### src/logic/alu_op_pkg.sv
`default_nettype none

package alu_op_pkg;

  localparam int data_w = 64;

  // operation codes as seen on the op input
  typedef enum logic [3:0] {
    op_add  = 4'd0,
    op_sub  = 4'd1,
    op_and  = 4'd2,
    op_or   = 4'd3,
    op_xor  = 4'd4,
    op_mov  = 4'd5,
    op_zxt  = 4'd6,
    op_sxt  = 4'd7,
    op_cmov = 4'd8,
    op_cset = 4'd9,
    op_lahf = 4'd10,
    op_sahf = 4'd11
  } alu_op_t;

  typedef enum logic [1:0] {
    w8  = 2'd0,
    w16 = 2'd1,
    w32 = 2'd2,
    w64 = 2'd3
  } width_t;

  // unit that owns the result
  typedef enum logic [1:0] {
    cls_arith = 2'd0,
    cls_logic = 2'd1,
    cls_move  = 2'd2,
    cls_flag  = 2'd3
  } op_class_t;

  // ones in the low w bits
  function automatic logic [data_w-1:0] width_mask(width_t w);
    logic [data_w-1:0] m;
    case (w)
      w8:      m = 64'h0000_0000_0000_00ff;
      w16:     m = 64'h0000_0000_0000_ffff;
      w32:     m = 64'h0000_0000_ffff_ffff;
      default: m = 64'hffff_ffff_ffff_ffff;
    endcase
    return m;
  endfunction

endpackage

`default_nettype wire

### src/logic/alu_flag_pkg.sv
`default_nettype none

package alu_flag_pkg;

  localparam int flags_w = 6;

  // flag word is {c,o,a,s,z,p}
  localparam int flag_c = 5;
  localparam int flag_o = 4;
  localparam int flag_a = 3;
  localparam int flag_s = 2;
  localparam int flag_z = 1;
  localparam int flag_p = 0;

  typedef enum logic [4:0] {
    z           = 5'd0,
    nz          = 5'd1,
    s           = 5'd2,
    ns          = 5'd3,
    ugt         = 5'd4,
    ule         = 5'd5,
    uge         = 5'd6,
    ult         = 5'd7,
    sgt         = 5'd8,
    sle         = 5'd9,
    sge         = 5'd10,
    slt         = 5'd11,
    o           = 5'd12,
    no          = 5'd13,
    p           = 5'd14,
    np          = 5'd15,
    always_true = 5'd16,
    never       = 5'd17
  } cond_t;

endpackage

`default_nettype wire

### src/logic/alu_decode.sv
`timescale 1ns/1ps
`default_nettype none

module alu_decode (
  input  wire                                 clk,
  input  wire                                 rst,
  input  wire                                 in_valid,
  input  alu_op_pkg::alu_op_t                 op,
  input  alu_op_pkg::width_t                  width,
  input  alu_flag_pkg::cond_t                 cond,
  input  wire [alu_op_pkg::data_w-1:0]        src_a,
  input  wire [alu_op_pkg::data_w-1:0]        src_b,
  input  wire [alu_flag_pkg::flags_w-1:0]     flags_in,
  input  wire                                 keep_flags,
  output logic                                d_valid,
  output alu_op_pkg::alu_op_t                 d_op,
  output alu_op_pkg::op_class_t               d_class,
  output alu_op_pkg::width_t                  d_width,
  output alu_flag_pkg::cond_t                 d_cond,
  output logic [alu_op_pkg::data_w-1:0]       d_a,
  output logic [alu_op_pkg::data_w-1:0]       d_b,
  output logic [alu_flag_pkg::flags_w-1:0]    d_flags,
  output logic                                d_wr_flags
);

  alu_op_pkg::op_class_t cls;
  logic                  wr_flags;

  always_comb begin
    case (op)
      alu_op_pkg::op_add, alu_op_pkg::op_sub: cls = alu_op_pkg::cls_arith;
      alu_op_pkg::op_and, alu_op_pkg::op_or,
      alu_op_pkg::op_xor:                     cls = alu_op_pkg::cls_logic;
      alu_op_pkg::op_sahf:                    cls = alu_op_pkg::cls_flag;
      default:                                cls = alu_op_pkg::cls_move;
    endcase
  end

  // moves, extensions, cmov/cset and lahf leave the flags alone
  assign wr_flags = (cls != alu_op_pkg::cls_move) && !keep_flags;

  always_ff @(posedge clk) begin
    if (rst) begin
      d_valid    <= 1'b0;
      d_wr_flags <= 1'b0;
    end else begin
      d_valid    <= in_valid;
      d_wr_flags <= wr_flags;
    end
  end

  always_ff @(posedge clk) begin
    d_op    <= op;
    d_class <= cls;
    d_width <= width;
    d_cond  <= cond;
    d_a     <= src_a;
    d_b     <= src_b;
    d_flags <= flags_in; // flags travel with their item
  end

  a_known_op : assert property (@(posedge clk) disable iff (rst)
    d_valid |-> (!$isunknown(d_op) &&
                 d_op inside {[alu_op_pkg::op_add : alu_op_pkg::op_sahf]}));

endmodule

`default_nettype wire

### src/logic/alu_cond.sv
`timescale 1ns/1ps
`default_nettype none

module alu_cond (
  input  wire [alu_flag_pkg::flags_w-1:0] flags,
  input  alu_flag_pkg::cond_t             cond,
  output logic                            taken
);

  logic c, o, s, z, p;

  assign c = flags[alu_flag_pkg::flag_c];
  assign o = flags[alu_flag_pkg::flag_o];
  assign s = flags[alu_flag_pkg::flag_s];
  assign z = flags[alu_flag_pkg::flag_z];
  assign p = flags[alu_flag_pkg::flag_p];

  always_comb begin
    case (cond)
      alu_flag_pkg::z:     taken = z;
      alu_flag_pkg::nz:    taken = !z;
      alu_flag_pkg::s:     taken = s;
      alu_flag_pkg::ns:    taken = !s;
      alu_flag_pkg::ugt:   taken = !(c || z);
      alu_flag_pkg::ule:   taken = c || z;
      alu_flag_pkg::uge:   taken = !c;
      alu_flag_pkg::ult:   taken = c;
      alu_flag_pkg::sgt:   taken = !((s ^ o) || z);
      alu_flag_pkg::sle:   taken = (s ^ o) || z;
      alu_flag_pkg::sge:   taken = !(s ^ o);
      alu_flag_pkg::slt:   taken = s ^ o;
      alu_flag_pkg::o:     taken = o;
      alu_flag_pkg::no:    taken = !o;
      alu_flag_pkg::p:     taken = p;
      alu_flag_pkg::np:    taken = !p;
      alu_flag_pkg::never: taken = 1'b0;
      default:             taken = 1'b1; // always
    endcase
  end

endmodule

`default_nettype wire

### src/logic/alu_execute.sv
`timescale 1ns/1ps
`default_nettype none

module alu_execute (
  input  wire                                 clk,
  input  wire                                 rst,
  input  wire                                 d_valid,
  input  alu_op_pkg::alu_op_t                 d_op,
  input  alu_op_pkg::op_class_t               d_class,
  input  alu_op_pkg::width_t                  d_width,
  input  alu_flag_pkg::cond_t                 d_cond,
  input  wire [alu_op_pkg::data_w-1:0]        d_a,
  input  wire [alu_op_pkg::data_w-1:0]        d_b,
  input  wire [alu_flag_pkg::flags_w-1:0]     d_flags,
  input  wire                                 d_wr_flags,
  output logic                                e_valid,
  output alu_op_pkg::alu_op_t                 e_op,
  output alu_op_pkg::width_t                  e_width,
  output logic [alu_op_pkg::data_w-1:0]       e_res,
  output logic                                e_carry,
  output logic                                e_aux,
  output logic                                e_sign_a,
  output logic                                e_sign_b,
  output logic [alu_flag_pkg::flags_w-1:0]    e_flags,
  output logic                                e_wr_flags
);

  localparam int dw = alu_op_pkg::data_w;

  logic          is_sub;
  logic [dw-1:0] b_eff;
  logic [dw:0]   sum;
  logic [dw:0]   cvec;     // carry into each bit
  logic [dw-1:0] mask;
  logic [dw-1:0] sxt_val;
  logic          carry_w;
  logic          sign_a;
  logic          sign_b;
  logic          taken;
  logic [dw-1:0] res;

  alu_cond alu_cond_inst (
    .flags (d_flags),
    .cond  (d_cond),
    .taken (taken)
  );

  assign is_sub = (d_op == alu_op_pkg::op_sub);
  assign b_eff  = is_sub ? ~d_b : d_b;
  assign sum    = {1'b0, d_a} + {1'b0, b_eff} + {{dw{1'b0}}, is_sub};
  assign cvec   = sum ^ {1'b0, d_a} ^ {1'b0, b_eff};
  assign mask   = alu_op_pkg::width_mask(d_width);

  always_comb begin
    case (d_width)
      alu_op_pkg::w8: begin
        carry_w = cvec[8];
        sign_a  = d_a[7];
        sign_b  = d_b[7];
        sxt_val = {{56{d_b[7]}}, d_b[7:0]};
      end
      alu_op_pkg::w16: begin
        carry_w = cvec[16];
        sign_a  = d_a[15];
        sign_b  = d_b[15];
        sxt_val = {{48{d_b[15]}}, d_b[15:0]};
      end
      alu_op_pkg::w32: begin
        carry_w = cvec[32];
        sign_a  = d_a[31];
        sign_b  = d_b[31];
        sxt_val = {{32{d_b[31]}}, d_b[31:0]};
      end
      default: begin
        carry_w = cvec[64];
        sign_a  = d_a[63];
        sign_b  = d_b[63];
        sxt_val = d_b;
      end
    endcase
  end

  always_comb begin
    case (d_class)
      alu_op_pkg::cls_arith: res = sum[dw-1:0] & mask;
      alu_op_pkg::cls_logic: begin
        case (d_op)
          alu_op_pkg::op_and: res = d_a & d_b & mask;
          alu_op_pkg::op_or:  res = (d_a | d_b) & mask;
          default:            res = (d_a ^ d_b) & mask;
        endcase
      end
      alu_op_pkg::cls_move: begin
        case (d_op)
          alu_op_pkg::op_sxt:  res = sxt_val;
          alu_op_pkg::op_cmov: res = taken ? d_b : d_a; // full width either way
          alu_op_pkg::op_cset: res = {{(dw-1){1'b0}}, taken};
          alu_op_pkg::op_lahf: res = {{(dw-alu_flag_pkg::flags_w){1'b0}}, d_flags};
          default:             res = d_b & mask; // mov, zxt
        endcase
      end
      default: res = '0; // sahf
    endcase
  end

  always_ff @(posedge clk) begin
    if (rst) begin
      e_valid    <= 1'b0;
      e_wr_flags <= 1'b0;
    end else begin
      e_valid    <= d_valid;
      e_wr_flags <= d_wr_flags;
    end
  end

  always_ff @(posedge clk) begin
    e_op     <= d_op;
    e_width  <= d_width;
    e_res    <= res;
    e_carry  <= carry_w;
    e_aux    <= cvec[4];
    e_sign_a <= sign_a;
    e_sign_b <= sign_b;
    // sahf takes its flag word from src_a
    e_flags  <= (d_op == alu_op_pkg::op_sahf) ? d_a[alu_flag_pkg::flags_w-1:0] : d_flags;
  end

  a_upper_zero : assert property (@(posedge clk) disable iff (rst)
    (e_valid && e_op inside {[alu_op_pkg::op_add : alu_op_pkg::op_xor]})
      |-> ((e_res & ~alu_op_pkg::width_mask(e_width)) == '0));

endmodule

`default_nettype wire

### src/logic/alu_result.sv
`timescale 1ns/1ps
`default_nettype none

module alu_result (
  input  wire                                 clk,
  input  wire                                 rst,
  input  wire                                 e_valid,
  input  alu_op_pkg::alu_op_t                 e_op,
  input  alu_op_pkg::width_t                  e_width,
  input  wire [alu_op_pkg::data_w-1:0]        e_res,
  input  wire                                 e_carry,
  input  wire                                 e_aux,
  input  wire                                 e_sign_a,
  input  wire                                 e_sign_b,
  input  wire [alu_flag_pkg::flags_w-1:0]     e_flags,
  input  wire                                 e_wr_flags,
  output logic                                out_valid,
  output logic [alu_op_pkg::data_w-1:0]       result,
  output logic [alu_flag_pkg::flags_w-1:0]    flags_out,
  output logic                                flags_wr
);

  logic                             is_sub;
  logic                             sign_r;
  logic                             zero_r;
  logic                             par_r;
  logic                             ovf;
  logic [alu_flag_pkg::flags_w-1:0] fw;

  assign is_sub = (e_op == alu_op_pkg::op_sub);

  always_comb begin
    case (e_width)
      alu_op_pkg::w8:  sign_r = e_res[7];
      alu_op_pkg::w16: sign_r = e_res[15];
      alu_op_pkg::w32: sign_r = e_res[31];
      default:         sign_r = e_res[63];
    endcase
  end

  assign zero_r = ((e_res & alu_op_pkg::width_mask(e_width)) == '0);
  assign par_r  = ~^e_res[7:0]; // even parity of low byte

  // sub flips the second operand sign
  assign ovf = ((e_sign_a ^ e_sign_b ^ is_sub) == 1'b0) && (sign_r != e_sign_a);

  always_comb begin
    fw = e_flags; // moves, lahf, sahf
    case (e_op)
      alu_op_pkg::op_add, alu_op_pkg::op_sub: begin
        fw[alu_flag_pkg::flag_c] = e_carry ^ is_sub; // borrow on sub
        fw[alu_flag_pkg::flag_o] = ovf;
        fw[alu_flag_pkg::flag_a] = e_aux ^ is_sub;
        fw[alu_flag_pkg::flag_s] = sign_r;
        fw[alu_flag_pkg::flag_z] = zero_r;
        fw[alu_flag_pkg::flag_p] = par_r;
      end
      alu_op_pkg::op_and, alu_op_pkg::op_or, alu_op_pkg::op_xor: begin
        fw[alu_flag_pkg::flag_c] = 1'b0;
        fw[alu_flag_pkg::flag_o] = 1'b0;
        fw[alu_flag_pkg::flag_a] = 1'b0;
        fw[alu_flag_pkg::flag_s] = sign_r;
        fw[alu_flag_pkg::flag_z] = zero_r;
        fw[alu_flag_pkg::flag_p] = par_r;
      end
      default: ;
    endcase
  end

  always_ff @(posedge clk) begin
    if (rst) begin
      out_valid <= 1'b0;
      flags_wr  <= 1'b0;
    end else begin
      out_valid <= e_valid;
      flags_wr  <= e_valid && e_wr_flags;
    end
  end

  always_ff @(posedge clk) begin
    result    <= e_res;
    flags_out <= fw;
  end

  a_wr_valid : assert property (@(posedge clk) disable iff (rst)
    flags_wr |-> out_valid);

endmodule

`default_nettype wire

### src/logic/alu_top.sv
`timescale 1ns/1ps
`default_nettype none

module alu_top (
  input  wire                                 clk,
  input  wire                                 rst,
  input  wire                                 in_valid,
  input  alu_op_pkg::alu_op_t                 op,
  input  alu_op_pkg::width_t                  width,
  input  alu_flag_pkg::cond_t                 cond,
  input  wire [alu_op_pkg::data_w-1:0]        src_a,
  input  wire [alu_op_pkg::data_w-1:0]        src_b,
  input  wire [alu_flag_pkg::flags_w-1:0]     flags_in,
  input  wire                                 keep_flags,
  output logic                                out_valid,
  output logic [alu_op_pkg::data_w-1:0]       result,
  output logic [alu_flag_pkg::flags_w-1:0]    flags_out,
  output logic                                flags_wr
);

  // decode to execute
  logic                             d_valid;
  alu_op_pkg::alu_op_t              d_op;
  alu_op_pkg::op_class_t            d_class;
  alu_op_pkg::width_t               d_width;
  alu_flag_pkg::cond_t              d_cond;
  logic [alu_op_pkg::data_w-1:0]    d_a;
  logic [alu_op_pkg::data_w-1:0]    d_b;
  logic [alu_flag_pkg::flags_w-1:0] d_flags;
  logic                             d_wr_flags;

  // execute to result
  logic                             e_valid;
  alu_op_pkg::alu_op_t              e_op;
  alu_op_pkg::width_t               e_width;
  logic [alu_op_pkg::data_w-1:0]    e_res;
  logic                             e_carry;
  logic                             e_aux;
  logic                             e_sign_a;
  logic                             e_sign_b;
  logic [alu_flag_pkg::flags_w-1:0] e_flags;
  logic                             e_wr_flags;

  alu_decode alu_decode_inst (
    .clk        (clk),
    .rst        (rst),
    .in_valid   (in_valid),
    .op         (op),
    .width      (width),
    .cond       (cond),
    .src_a      (src_a),
    .src_b      (src_b),
    .flags_in   (flags_in),
    .keep_flags (keep_flags),
    .d_valid    (d_valid),
    .d_op       (d_op),
    .d_class    (d_class),
    .d_width    (d_width),
    .d_cond     (d_cond),
    .d_a        (d_a),
    .d_b        (d_b),
    .d_flags    (d_flags),
    .d_wr_flags (d_wr_flags)
  );

  alu_execute alu_execute_inst (
    .clk        (clk),
    .rst        (rst),
    .d_valid    (d_valid),
    .d_op       (d_op),
    .d_class    (d_class),
    .d_width    (d_width),
    .d_cond     (d_cond),
    .d_a        (d_a),
    .d_b        (d_b),
    .d_flags    (d_flags),
    .d_wr_flags (d_wr_flags),
    .e_valid    (e_valid),
    .e_op       (e_op),
    .e_width    (e_width),
    .e_res      (e_res),
    .e_carry    (e_carry),
    .e_aux      (e_aux),
    .e_sign_a   (e_sign_a),
    .e_sign_b   (e_sign_b),
    .e_flags    (e_flags),
    .e_wr_flags (e_wr_flags)
  );

  alu_result alu_result_inst (
    .clk        (clk),
    .rst        (rst),
    .e_valid    (e_valid),
    .e_op       (e_op),
    .e_width    (e_width),
    .e_res      (e_res),
    .e_carry    (e_carry),
    .e_aux      (e_aux),
    .e_sign_a   (e_sign_a),
    .e_sign_b   (e_sign_b),
    .e_flags    (e_flags),
    .e_wr_flags (e_wr_flags),
    .out_valid  (out_valid),
    .result     (result),
    .flags_out  (flags_out),
    .flags_wr   (flags_wr)
  );

endmodule

`default_nettype wire

### config.mk
export PLATFORM = sky130hd
export DESIGN_NAME = alu_top
export DESIGN_NICKNAME = d
export VERILOG_FILES = /design/src/logic/alu_op_pkg.sv /design/src/logic/alu_flag_pkg.sv /design/src/logic/alu_decode.sv /design/src/logic/alu_cond.sv /design/src/logic/alu_execute.sv /design/src/logic/alu_result.sv /design/src/logic/alu_top.sv
export SDC_FILE = /design/constraint.sdc
export NUM_CORES = 1
export LEC_CHECK = 0
export CAP_MARGIN = 30
export CORE_ASPECT_RATIO = 1.75
export CORE_MARGIN = 3
export CORE_UTILIZATION = 30
export CTS_CLUSTER_DIAMETER = 150
export CTS_CLUSTER_SIZE = 10
export DETAILED_ROUTE_END_ITERATION = 6
export DONT_BUFFER_PORTS = 1
export SLEW_MARGIN = 5
export SYNTH_ARGS = -nofsm -noshare
export SYNTH_HDL_FRONTEND = slang
export SYNTH_SLANG_ARGS = --single-unit
### constraint.sdc
create_clock -name clk -period 5.65 [get_ports clk]
set_clock_uncertainty 0.1 [all_clocks]
set_input_delay 1.13 -clock clk [delete_from_list [all_inputs] [get_ports clk]]
set_output_delay 1.13 -clock clk [all_outputs]
set_load 0.1 [all_outputs]
; Word level (Yosys, flattened, before mapping)
; Index checks and enable logic that the tools add are counted.
[totals]
wordCells = 126
regBits = 303
inputBits = 149
output_inout_bits = 72
[classes]
muxes = 16
reduce_logical = 26
addsub = 2
n_bitwise = 18
n_eq_ne = 41
[ops]
columns = operator, n
row1 = 64-bit case mux with 3 select lines, 4
row2 = 64-bit AND, 7
row3 = 64-bit case mux with 4 select lines, 1
row4 = 65-bit by 64-bit bitwise XOR with 65-bit output, 2
row5 = 64-bit 2-to-1 mux, 2
row6 = 64-bit case mux with 2 select lines, 1
row7 = 64-bit by 64-bit adder with 65-bit output, 1
row8 = 65-bit by 1-bit adder with 65-bit output, 1
row9 = 64-bit logical NOT, 1
row10 = 64-bit NOT, 1
row11 = 64-bit bitwise OR, 1
row12 = 64-bit bitwise XOR, 1
row13 = 5-bit by 4-bit equality test with 1-bit output (second input constant), 8
row14 = 4-bit by 2-bit equality test with 1-bit output (second input constant), 6
row15 = 4-bit equality test (second input constant), 5
row16 = 5-bit by 3-bit equality test with 1-bit output (second input constant), 4
row17 = 1-bit case mux with 17 select lines, 1
row18 = 4-bit by 1-bit equality test with 1-bit output (second input constant), 3
row19 = 4-bit by 3-bit equality test with 1-bit output (second input constant), 3
row20 = 1-bit case mux with 3 select lines, 4
row21 = 6-bit case mux with 2 select lines, 1
row22 = 5-bit by 2-bit equality test with 1-bit output (second input constant), 2
row23 = 1-bit logical NOT, 9
row24 = 4-bit logical NOT, 2
row25 = other kinds (17), 32

; Logic depth before layout (Yosys ltp)
[logic_depth]
ltp_word = 7
mapped_depth = 17
ltp_nobuf = 14

; By module
; Synthesis repeated with hierarchy kept, for this count alone.
[unflattened]
hier_cells = 1900
area_unflattened_um2 = 17007.6
[by_module_without_submodules]
columns = mod, seq_area_each_um2, cells_per_inst, instances, area_each_um2
row1 = alu_execute, 1641.6, 1575, 1, 11847.6
row2 = alu_decode, 2982.9, 159, 1, 3051.7
row3 = alu_result, 1441.4, 135, 1, 1894.3
row4 = alu_cond, 0.0, 31, 1, 214.0

; Least setup slack after synthesis
; OpenSTA, ideal clock, no wires.
[synth_timing]
path_type = register to register
start = reg alu_decode_inst.d_op[1]
end = reg alu_execute_inst.e_res[44] in the netlist's numbering
period_less_slack_ns = 4.157
arrival_ns = 3.919
path_stages_with_launch = 18
setup_ns = 0.138
path_slack_ns = 1.493
path_buffers = 4
required_ns = 5.412
path_cell_list = dfxtp_1 -> buf_2 -> nor4b_4 -> buf_1 -> clkbuf_1 -> xnor2_1 -> ha_1 -> clkbuf_2 -> nand2_1 -> or4_1 -> or2_0 -> o22ai_1 -> nor3b_2 -> o21ba_2 -> o21bai_1 -> a21oi_1 -> xnor2_1 -> o221ai_1
[synth_between]
elab_chain_cells = 6
word_cells_on_any_way = 14
cone_classes = add/sub: 2 / eq/ne: 7 / mux: 4 / bitwise: 1
[synth_rtl]
columns = element, line_no
row1 = "start, declared", alu_decode.sv:16  ; output alu_op_pkg::alu_op_t d_op,
row2 = "start signal, assigned", alu_decode.sv:53  ; d_op <= op;
row3 = 4-bit by 1-bit equality test with 1-bit output, alu_execute.sv:48  ; assign is_sub = (d_op == alu_op_pkg::op_sub);
row4 = 64-bit 2-to-1 mux, alu_execute.sv:49  ; assign b_eff = is_sub ? ~d_b : d_b;
row5 = 64-bit by 64-bit adder with 65-bit output, alu_execute.sv:50  ; assign sum = {1'b0, d_a} + {1'b0, b_eff} + {{dw{1'b0}}, is_sub};
row6 = 65-bit by 1-bit adder with 65-bit output, alu_execute.sv:50
row7 = 64-bit AND, alu_execute.sv:85  ; alu_op_pkg::cls_arith: res = sum[dw-1:0] & mask;
row8 = 64-bit case mux with 3 select lines (*), alu_execute.sv:84  ; case (d_class)
row9 = net alu_execute_inst.res[44], alu_execute.sv:40  ; logic [dw-1:0] res;
row10 = "end signal, assigned", alu_execute.sv:119  ; e_res <= res;
row11 = "end, declared", alu_execute.sv:19  ; output logic [alu_op_pkg::data_w-1:0] e_res,
; The timed path passes the listed nets; every way through them passes the cells marked *.
; A chain may end at the register's enable or synchronous reset.

; Worst setup path after layout
[layout_timing]
start = reg alu_decode_inst.d_op[1]
end = reg alu_execute_inst.e_res[58] in the netlist's numbering
; Same word-level chain as after synthesis.

==> metrics.csv <==
metric,value,unit
outcome,"finished, violations left",
failed_checks,DRC,
clock_latency,0.58,ns
hold_start,alu_execute_inst.e_res[16],
grt_busiest_layer,met2,
final_area,19500,µm²
finalSetupTns,0,ns
finalPower,6.37,mW
final_cell_mix,"dfxtp_1 (301), a21oi_1 (203), ha_1 (203)",
final_common_cell,dfxtp_1,
wl_per_cell,22.4,µm
final_nets,2403,
min_path_type,flip-flop to flip-flop,
cts_tree,yes,
clock_path_buffers,3,
finalMaxSlewViolations,0,
syn_to_final_growth,10.1,%
final_layout_size_suffix_gt1_share,4.87,%
dr.pass1.iters,7,
pwr-share-seq,46.8,%
required,5.98,ns
hold_depth,0,
netSwitchingPower,2.37,mW
use_met3,3.90,%
post-route-drc-count,3,
place_hpwl,48.6,mm
grt_max_degree,74,
start_util,30.4,%
grt_pass1_wl,94.8,mm
crit_path_cell_trace,nor4b_4 -> buf_12 -> xnor2_1 -> ha_1 -> and3_1 -> nor3b_1 -> nand3_1 -> nand3b_1 -> a211oi_1 -> o21ai_0 -> a31oi_1 -> a21oi_1 -> xor2_1 -> o221ai_1,
syn_avg_cell_area,8.43,µm²
drt-total-wl,63.6,mm
yosys.cell_types.count,77,
dieArea,62100,µm²
htreeDepth,2,
clkTransAtPathRegs,0.06,ns
cts_made_buffers,36,
hold_viol,0,
dr.first_iter.drc_count,1055,
num_vias,15300,
post-place-cells,2785,
portBuffers,0,
p_sw_share,37.2,%
setup_viol,0,
r2r_start,alu_decode_inst.d_op[1],
root_buffer,clkbuf_16,
worst_slew_pin_slew,1.02,ns
crit_type,flip-flop to flip-flop,
cts_resized,0,
max_stage_delay,0.55,ns
die_w,190,µm
pwr-share-comb,20.6,%
end_kind,flip-flop,
peakVddDrop,237,µV
r2r_slack,0.86,ns
min_period_over_period,84.7,%
holdPathEnd,alu_result_inst.result[16],
p_leak,8.32,nW
num_rows,117,
ys_ff_latch,303,
startpoint_type,flip-flop,
fin_cells,2834,
synth_cells,2103,
yosysSeqAreaShare,34.2,%
r2r_end,alu_execute_inst.e_res[58],
syn_nets,2456,
clkPwrFrac,32.6,%
maxCapViolCount,0,
path_max_fanout,59,
synth_flop_cell,dfxtp_1,
drtAntennaViolNets,0,
post-route-min-period,4.79,ns
use_met1,20.6,%
overflow,0,
placed_cell_area,18500,µm²
io_pins,221,
rsz0062_at_grt,no,
crit_path_top_delay_cell,a31oi_1,
post-cts-setup-buffer-count,0,
cp.arrival,5.12,ns
core,58300,µm²
power_density,327,nW/µm²
internal_power,4.00,mW
syn-cell-area,17700,µm²
track_usage,19.9,%
synthArstFlopShare,0,%
antenna_found_initial,19,
yosysWarningCount,0,
avgViaCountPerCell,5.40,
slew_headroom,32.1,%
cts_hold_buf,0,
max_freq,0.209,GHz
synth_edf_count,0,
first_global_vias,15700,
fp.dieH,328,µm
use_met2,36.7,%
clkSinkCount,303,
ff2ff_path_depth,14,
gp_congestion,0.950,
==> cells by family after synthesis <==
group                      after synthesis  synth area share, %
buffers and inverters                  286                 6.17
and+or+nand+nor                        461                 11.8
adders and majority gates              204                 14.4
AOI/OAI and AO/OA                      658                 23.3
muxes                                   62                 3.66
DFF                                    303                 34.2
xor gates and xnor gates               129                 6.38
==> how the worst max path moves through the flow <==
stage                                 end  slack (ns)                    start
2_1_floorplan  alu_execute_inst.e_res[44]        1.49  alu_decode_inst.d_op[1]
3_3_place_gp   alu_execute_inst.e_res[53]        0.96  alu_decode_inst.d_op[1]
3_5_place_dp   alu_execute_inst.e_res[53]        0.93  alu_decode_inst.d_op[1]
4_1_cts        alu_execute_inst.e_res[53]        0.88  alu_decode_inst.d_op[1]
5_1_grt        alu_execute_inst.e_res[53]        0.58  alu_decode_inst.d_op[1]
6_report       alu_execute_inst.e_res[58]        0.86  alu_decode_inst.d_op[1]
==> power groups by stage <==
stage,clock network [mW],registers (mW),logic (mW)
6_report,2.08,2.98,1.31
3_5_place_dp,0,3.03,1.30
5_1_grt,2.21,3.01,1.45
3_3_place_gp,0,3.04,1.26
4_1_cts,2.16,2.99,1.31
2_1_floorplan,0,2.94,0.954
==> final cells by class <==
| class | instances | area (µm²) |
|---|---|---|
| clock inverter | 3 | 26.3 |
| multi-input combinational | 1514 | 10600 |
| timing repair buffer | 27 | 279 |
| antenna | 8 | 20.0 |
| sequential | 303 | 6070 |
| tap | 773 | 967 |
| inverter | 168 | 631 |
| fill | 6161 | 38800 |
| clock buffer | 38 | 930 |
==> cells in the mapped netlist (24+ instances only) <==
cell type / count / area [µm²]
dfxtp_1: 303 / 6070
a21oi_1: 204 / 1020
ha_1: 203 / 2540
inv_1: 168 / 631
nand2_1: 165 / 619
o21ai_0: 160 / 801
nor2_1: 144 / 541
xnor2_1: 106 / 928
clkbuf_1: 97 / 364
mux2i_1: 57 / 571
o211ai_1: 46 / 345
a21o_1: 32 / 240
nand3_1: 31 / 155
o22ai_1: 30 / 188
a211oi_1: 29 / 218
o21a_1: 24 / 180
==> per-stage QoR <==
stage	util, %	worst slack, ns	hold slack (ns)
3_3_place_gp	31.7	0.961	0.242
4_1_cts	33.4	0.884	0.249
2_1_floorplan	-	1.49	0.226
3_5_place_dp	31.8	0.931	0.244
5_1_grt	33.5	0.576	0.255
6_report	33.5	0.862	0.248
==> flip-flops by register name, indices dropped and copies added, names as in the netlist, 2 cells and up <==
name	count
alu_execute_inst.e_res	64
alu_decode_inst.d_flags	6
alu_decode_inst.d_cond	5
alu_decode_inst.d_b	64
alu_execute_inst.e_flags	6
alu_decode_inst.d_op	4
alu_decode_inst.d_class	2
alu_decode_inst.d_a	64
alu_result_inst.flags_out	6
alu_decode_inst.d_width	2
alu_result_inst.result	64
alu_execute_inst.e_op	4
alu_execute_inst.e_width	2
==> critical path: cells and delay by family (launching register included) <==
| kind | cells | cell delay [ns] |
|---|---|---|
| AO/OA/AOI/OAI | 5 | 1.55 |
| flip-flops | 1 | 0.48 |
| XOR/XNOR | 2 | 0.30 |
| adder cells (fa/ha/maj) | 1 | 0.45 |
| buffers and inverters | 1 | 0.40 |
| AND/OR/NAND/NOR | 5 | 1.30 |
==> layer usage <==
metal | vias up | wire length, µm
li1 | 7275 | -
met1 | 7227 | 22600
met2 | 590 | 32800
met3 | 201 | 3890
met4 | 4 | 4210
met5 | - | 29
No activity file was read; power rests on OpenSTA's default activity.
